## config.mk

```make
export PLATFORM = sky130hd
export DESIGN_NAME = tcm_arbiter
export DESIGN_NICKNAME = d
export VERILOG_FILES = /design/src/source/tcm_pkg.sv /design/src/source/tcm_arbiter.sv
export VERILOG_INCLUDE_DIRS = /design/src /design/src/include
export SDC_FILE = /design/constraint.sdc
export NUM_CORES = 1
export LEC_CHECK = 0
export ABC_AREA = 1
export BUFFER_PORTS_ARGS = -buffer_cell sky130_fd_sc_hd__clkbuf_2
export CORE_AREA = 2 2 142 144
export CTS_BUF_LIST = sky130_fd_sc_hd__clkbuf_4 sky130_fd_sc_hd__clkbuf_8 sky130_fd_sc_hd__clkbuf_16
export DETAILED_ROUTE_END_ITERATION = 16
export DIE_AREA = 0 0 144 146
export SLEW_MARGIN = 20
export SYNTH_ARGS = -nofsm -noshare
export SYNTH_HDL_FRONTEND = slang
export SYNTH_SLANG_ARGS = --single-unit
export TNS_END_PERCENT = 30
```

## constraint.sdc

```tcl
create_clock -name clk -period 1.27 [get_ports clk]
set_input_delay 0.127 -clock clk [delete_from_list [all_inputs] [get_ports clk]]
set_output_delay 0.127 -clock clk [all_outputs]
set_load 0.02 [all_outputs]
```

## src/include/tcm_params_pkg_params.svh

```systemverilog
// Fixed 32-bit words with 4 byte lanes; regions decode from the top nibble only
`ifndef TCM_PARAMS_PKG_PARAMS_SVH
`define TCM_PARAMS_PKG_PARAMS_SVH

// CPU and bank word width
`define TCM_DATA_WIDTH 32

// Byte lanes per word, one write strobe each
`define TCM_BYTE_LANES 4

// Byte address bits that reach a bank (1024 words)
`define TCM_ADDR_WIDTH 12

// Top-nibble region codes
`define TCM_REGION_CODE 4'h0
`define TCM_REGION_DATA 4'h2

// Wait states per bank
// Code bank needs one extra cycle, data bank answers at once
`define TCM_CODE_WAIT 1
`define TCM_DATA_WAIT 0

`endif
```

## src/source/tcm_pkg.sv

```systemverilog
// Struct layouts follow the macro widths; bytesel all zero on a request means read
`include "tcm_params_pkg_params.svh"

package tcm_pkg;

   // Address region seen by one CPU port
   // region_none goes to the zero sink
   typedef enum logic [1:0] {
      region_code,
      region_data,
      region_none
   } region_e;

   // CPU side request, held until early_ready
   typedef struct packed {
      logic                           req;
      logic [`TCM_DATA_WIDTH-1:0]     addr;
      logic [`TCM_DATA_WIDTH-1:0]     wdata;
      logic [`TCM_BYTE_LANES-1:0]     bytesel;
   } cpu_req_t;

   // CPU side response
   // rdata valid in the cycle after acceptance
   typedef struct packed {
      logic [`TCM_DATA_WIDTH-1:0]     rdata;
      logic                           early_ready;
   } cpu_rsp_t;

   // Bank side request, local byte address only
   typedef struct packed {
      logic                           en;
      logic [`TCM_ADDR_WIDTH-1:0]     addr;
      logic [`TCM_DATA_WIDTH-1:0]     din;
      logic [`TCM_BYTE_LANES-1:0]     bytesel;
   } tcm_req_t;

   // Bank side response
   typedef struct packed {
      logic [`TCM_DATA_WIDTH-1:0]     dout;
      logic                           ready_nxt;
   } tcm_rsp_t;

endpackage

```

## src/source/tcm_arbiter.sv

```systemverilog
// Data port always wins a shared bank; fetch port is read-only and unmapped regions read zero
`include "tcm_params_pkg_params.svh"

module tcm_arbiter (
   input  logic              clk,
   input  logic              rst_n,
   input  tcm_pkg::cpu_req_t code_req,
   input  tcm_pkg::cpu_req_t data_req,
   output tcm_pkg::cpu_rsp_t code_rsp,
   output tcm_pkg::cpu_rsp_t data_rsp,
   output tcm_pkg::tcm_req_t bank_code_req,
   output tcm_pkg::tcm_req_t bank_data_req,
   input  tcm_pkg::tcm_rsp_t bank_code_rsp,
   input  tcm_pkg::tcm_rsp_t bank_data_rsp
);

   // Decoded region per port
   tcm_pkg::region_e code_region;
   tcm_pkg::region_e data_region;

   // Port to bank request matrix
   logic             d_code;
   logic             d_data;
   logic             c_code;
   logic             c_data;

   // Acceptance per port
   logic             code_ready;
   logic             data_ready;

   // Owner of next cycle's read data, per port
   tcm_pkg::region_e code_src_q;
   tcm_pkg::region_e data_src_q;

   // Top nibble to region
   function automatic tcm_pkg::region_e decode(input logic [`TCM_DATA_WIDTH-1:0] addr);
      tcm_pkg::region_e region;
      case (addr[`TCM_DATA_WIDTH-1 -: 4])
         `TCM_REGION_CODE: region = tcm_pkg::region_code;
         `TCM_REGION_DATA: region = tcm_pkg::region_data;
         // Everything else lands in the sink
         default:          region = tcm_pkg::region_none;
      endcase
      return region;
   endfunction

   assign code_region = decode(code_req.addr);
   assign data_region = decode(data_req.addr);

   assign d_code = data_req.req && (data_region == tcm_pkg::region_code);
   assign d_data = data_req.req && (data_region == tcm_pkg::region_data);
   assign c_code = code_req.req && (code_region == tcm_pkg::region_code);
   assign c_data = code_req.req && (code_region == tcm_pkg::region_data);

   // Code bank: data port first, then fetch
   always_comb begin
      bank_code_req.en      = 1'b0;
      bank_code_req.addr    = code_req.addr[`TCM_ADDR_WIDTH-1:0];
      bank_code_req.din     = '0;
      bank_code_req.bytesel = '0;
      if (d_code) begin
         // Load/store into code space, may write
         bank_code_req.en      = 1'b1;
         bank_code_req.addr    = data_req.addr[`TCM_ADDR_WIDTH-1:0];
         bank_code_req.din     = data_req.wdata;
         bank_code_req.bytesel = data_req.bytesel;
      end else if (c_code) begin
         // Plain fetch, never writes
         bank_code_req.en = 1'b1;
      end
   end

   // Data bank: same priority
   always_comb begin
      bank_data_req.en      = 1'b0;
      bank_data_req.addr    = data_req.addr[`TCM_ADDR_WIDTH-1:0];
      bank_data_req.din     = '0;
      bank_data_req.bytesel = '0;
      if (d_data) begin
         bank_data_req.en      = 1'b1;
         bank_data_req.din     = data_req.wdata;
         bank_data_req.bytesel = data_req.bytesel;
      end else if (c_data) begin
         // Fetch from data space, crossed or alone
         bank_data_req.en   = 1'b1;
         bank_data_req.addr = code_req.addr[`TCM_ADDR_WIDTH-1:0];
      end
   end

   // Fetch acceptance
   // Held low while the data port owns the wanted bank
   always_comb begin
      code_ready = 1'b0;
      if (code_req.req) begin
         case (code_region)
            tcm_pkg::region_code: code_ready = !d_code && bank_code_rsp.ready_nxt;
            tcm_pkg::region_data: code_ready = !d_data && bank_data_rsp.ready_nxt;
            // Sink accepts at once
            default:              code_ready = 1'b1;
         endcase
      end
   end

   // Data port acceptance, never blocked by fetch
   always_comb begin
      data_ready = 1'b0;
      if (data_req.req) begin
         case (data_region)
            tcm_pkg::region_code: data_ready = bank_code_rsp.ready_nxt;
            tcm_pkg::region_data: data_ready = bank_data_rsp.ready_nxt;
            default:              data_ready = 1'b1;
         endcase
      end
   end

   // Latch read-data ownership at each edge
   // Survives the requester dropping or changing its address
   always_ff @(posedge clk) begin
      if (!rst_n) begin
         code_src_q <= tcm_pkg::region_none;
         data_src_q <= tcm_pkg::region_none;
      end else begin
         code_src_q <= code_ready ? code_region : tcm_pkg::region_none;
         data_src_q <= data_ready ? data_region : tcm_pkg::region_none;
      end
   end

   // Fetch read data steering
   always_comb begin
      case (code_src_q)
         tcm_pkg::region_code: code_rsp.rdata = bank_code_rsp.dout;
         tcm_pkg::region_data: code_rsp.rdata = bank_data_rsp.dout;
         // Sink or idle reads zero
         default:              code_rsp.rdata = '0;
      endcase
      code_rsp.early_ready = code_ready;
   end

   // Load read data steering
   always_comb begin
      case (data_src_q)
         tcm_pkg::region_code: data_rsp.rdata = bank_code_rsp.dout;
         tcm_pkg::region_data: data_rsp.rdata = bank_data_rsp.dout;
         default:              data_rsp.rdata = '0;
      endcase
      data_rsp.early_ready = data_ready;
   end

endmodule

```

==> out/qor.yml <==
outcome:
  status: "finished with violations"
  violations: "negative setup slack"
synthesis:
  avgSynthCellArea_sq_um: 4.898
  synth_most_common_cell: "inv_1"
  synth_seq_area_share_pct: 4.372
  yosysTopAreaCell: "inv_1"
  synth_area_sq_mm: 0.001832
  synth-main-ff-cell: "dfxtp_1"
  synth_area_leaders: "inv_1 (26%), o22ai_1 (22%), nor2_1 (18%)"
  ys_seq_elements: 4
  synth_top_area_share_pct: 25.61
  syn_inst: 374
  synth-edff-count: 0
  yosysWarnings: 0
  ys_async_sr_fraction_pct: 0
  synth_fp_nets: 580
  synth.distinct_cells: 24
  synthTopCellsByCount: "inv_1 (125), nor2_1 (89), o22ai_1 (64)"
setup_path:
  cp_slowest_stage_delay_ns: 0.29
  critPathMaxFanout: 11
  critical_path_class: "register to output port"
  cp-start-kind: "register"
  cp-end-kind: "output port"
  arrival_ns: 1.37
  critPathSlowestCell: "dfxtp_1"
  crit_chain: "or2_4 > buf_12 > o22ai_1 > buf_4"
  worstPathRequired_ns: 1.14
finish:
  multi_input_area_sq_mm: 0.001634
  syn_to_final_growth_pct: 175.3
  antenna_cells: 0
  finalInstanceArea_sq_mm: 0.005044
  post_route_cells_drive_above_1_share_pct: 61.82
  seqCellArea_sq_um: 82.58
  num-fill-cells: 2042
  nets: 889
die:
  die_h_um: 146
  die_area_sq_mm: 0.02102
  row_count: 51
  start_util_pct: 9.474
  core_area_sq_mm: 0.01933
  ioPinCount: 370
  die_w_um: 144
timing:
  maxSlewHeadroom_pct: 81.41
  period_share_pct: 118.1
  slew_violations: 0
  finalWorstSetupSlack_ns: -0.2303
  fmax_mhz: 666.6
  whs_ns: 0.1418
  setup_viol: 64
  rsz0062_at_grt: "true"
  max_slew.worst_pin.slew_ns: 0.2768
  hold_viol_final: 0
  period_minus_slack_ns: 1.500
  fin_tns_setup_ns: -11.31
global_route:
  first_global_vias: 3391
  grt_first_pass_wirelength_mm: 16.13
  antenna_found_initial: 0
  grt_overflow_total: 0
  grt_usage_pct: 9.515
  grt_max_degree: 40
drt:
  drtIter0Drc: 68
  drc_errors: 0
  avgRoutedWirePerCell_um: 13.50
  first_pass_iters: 5
  ant_nets: 0
  vias: 3627
  vias_per_cell: 3.834
  wirelength_mm: 12.77
pwr:
  finalPower_uw: 1526
  peakVddDrop_mv: 0.2680
  p_leak_uw: 0.002979
  pwr_density_cell_mw_per_mm2: 302.6
clock_tree:
  clk_pin_slew_ns: 0.03
  clkSinkCount: 4
  hold_buffers: 0
  cts_tree: "yes"
  clockBufferDepth: 2
  numCtsBuffers: 3
  cts_max_level: 1
  cts-root-buf: "clkbuf_16"
flow_run:
  drv_cap: 0
placement:
  place_area_sq_mm: 0.003785
  dp_hpwl_mm: 8.943
  pre_cts_ws_ns: -0.07905
  io_buffers: 301
  gp_congestion: 0.7592
worst_hold_path:
  hold_class: "primary input to register"
[area by class of cell]
| type | instances | area share [%] |
|---|---|---|
| timing repair buffer | 332 | 48.60 |
| multi-input combinational | 217 | 32.40 |
| inverter | 125 | 9.303 |
| tap | 265 | 6.574 |
| sequential | 4 | 1.637 |
| clock buffer | 3 | 1.488 |
[flip-flops by register name, summed over array words and instances (netlist names)]
signal	cells
code_src_q	2
data_src_q	2
[path summary, 6_finish.rpt]
check / from / depth (start not counted) / slack (ns) / endpoint
setup / recovery: code_src_q[0] / 4 / -0.23 / code_rsp[28]
hold / removal: rst_n / 2 / 0.14 / code_src_q[1]
[power breakdown]
group          leakage [uW]  internal [uW]  switching (uW)  total [uW]
registers         0.0000324            128            1.04         129
logic               0.00291            391             527         918
clock network     0.0000370            401            77.7         479
[cell families after synthesis]
group / synth area share, %
flops: 4.372
compound gates: 31.76
simple gates: 28.83
buf+inv: 35.04
[repair_timing]
action | CTS | global route
pin swaps | 1 | 4
hold endpoints to repair | 0 | 0
cloned | 1 | 4
gates resized for setup | 151 | 125
setup buffers | 1 | 1
setup endpoints to repair | 83 | 87
[worst max-delay path: cells and delay by family (launching register included)]
| kind | cells | cell delay, ns |
|---|---|---|
| simple gates | 1 | 0.27 |
| buf+inv | 2 | 0.36 |
| compound gates | 1 | 0.22 |
| flops | 1 | 0.29 |
[routing by layer]
metal	vias up	wire length [um]	GRT usage [%]
li1	1761	-	-
met1	1614	4457	8.895
met2	236	7050	20.69
met3	16	987	0.9214
met4	0	272	2.794
met5	-	0	0
[per-stage QoR]
stage,cells,utilization (%)
global placement,937,19.58
CTS,942,23.80
detailed placement,937,19.58
floorplan,374,-
global route,946,26.09
finish,946,26.09
[cell usage in the layout, fill, tap and decap left out, types with 2 or more instances in the layout]
cell type  instances
clkbuf_2         219
buf_4             32
or2_4              2
buf_12            11
dfxtp_1            2
clkbuf_16          6
buf_2              6
nand3_1            4
dfxtp_2            2
o22ai_4           16
buf_8             13
a21oi_2            3
buf_6             19
nand2_1           21
clkbuf_8          26
a21oi_1            9
nor2_2             5
o22ai_1            7
o21ai_2           11
inv_1            125
o22ai_2           41
o21ai_0            2
clkbuf_4           3
nor2_1            86
nor2_4             2
nand3_4            3
(Power assumes the default switching activity.)
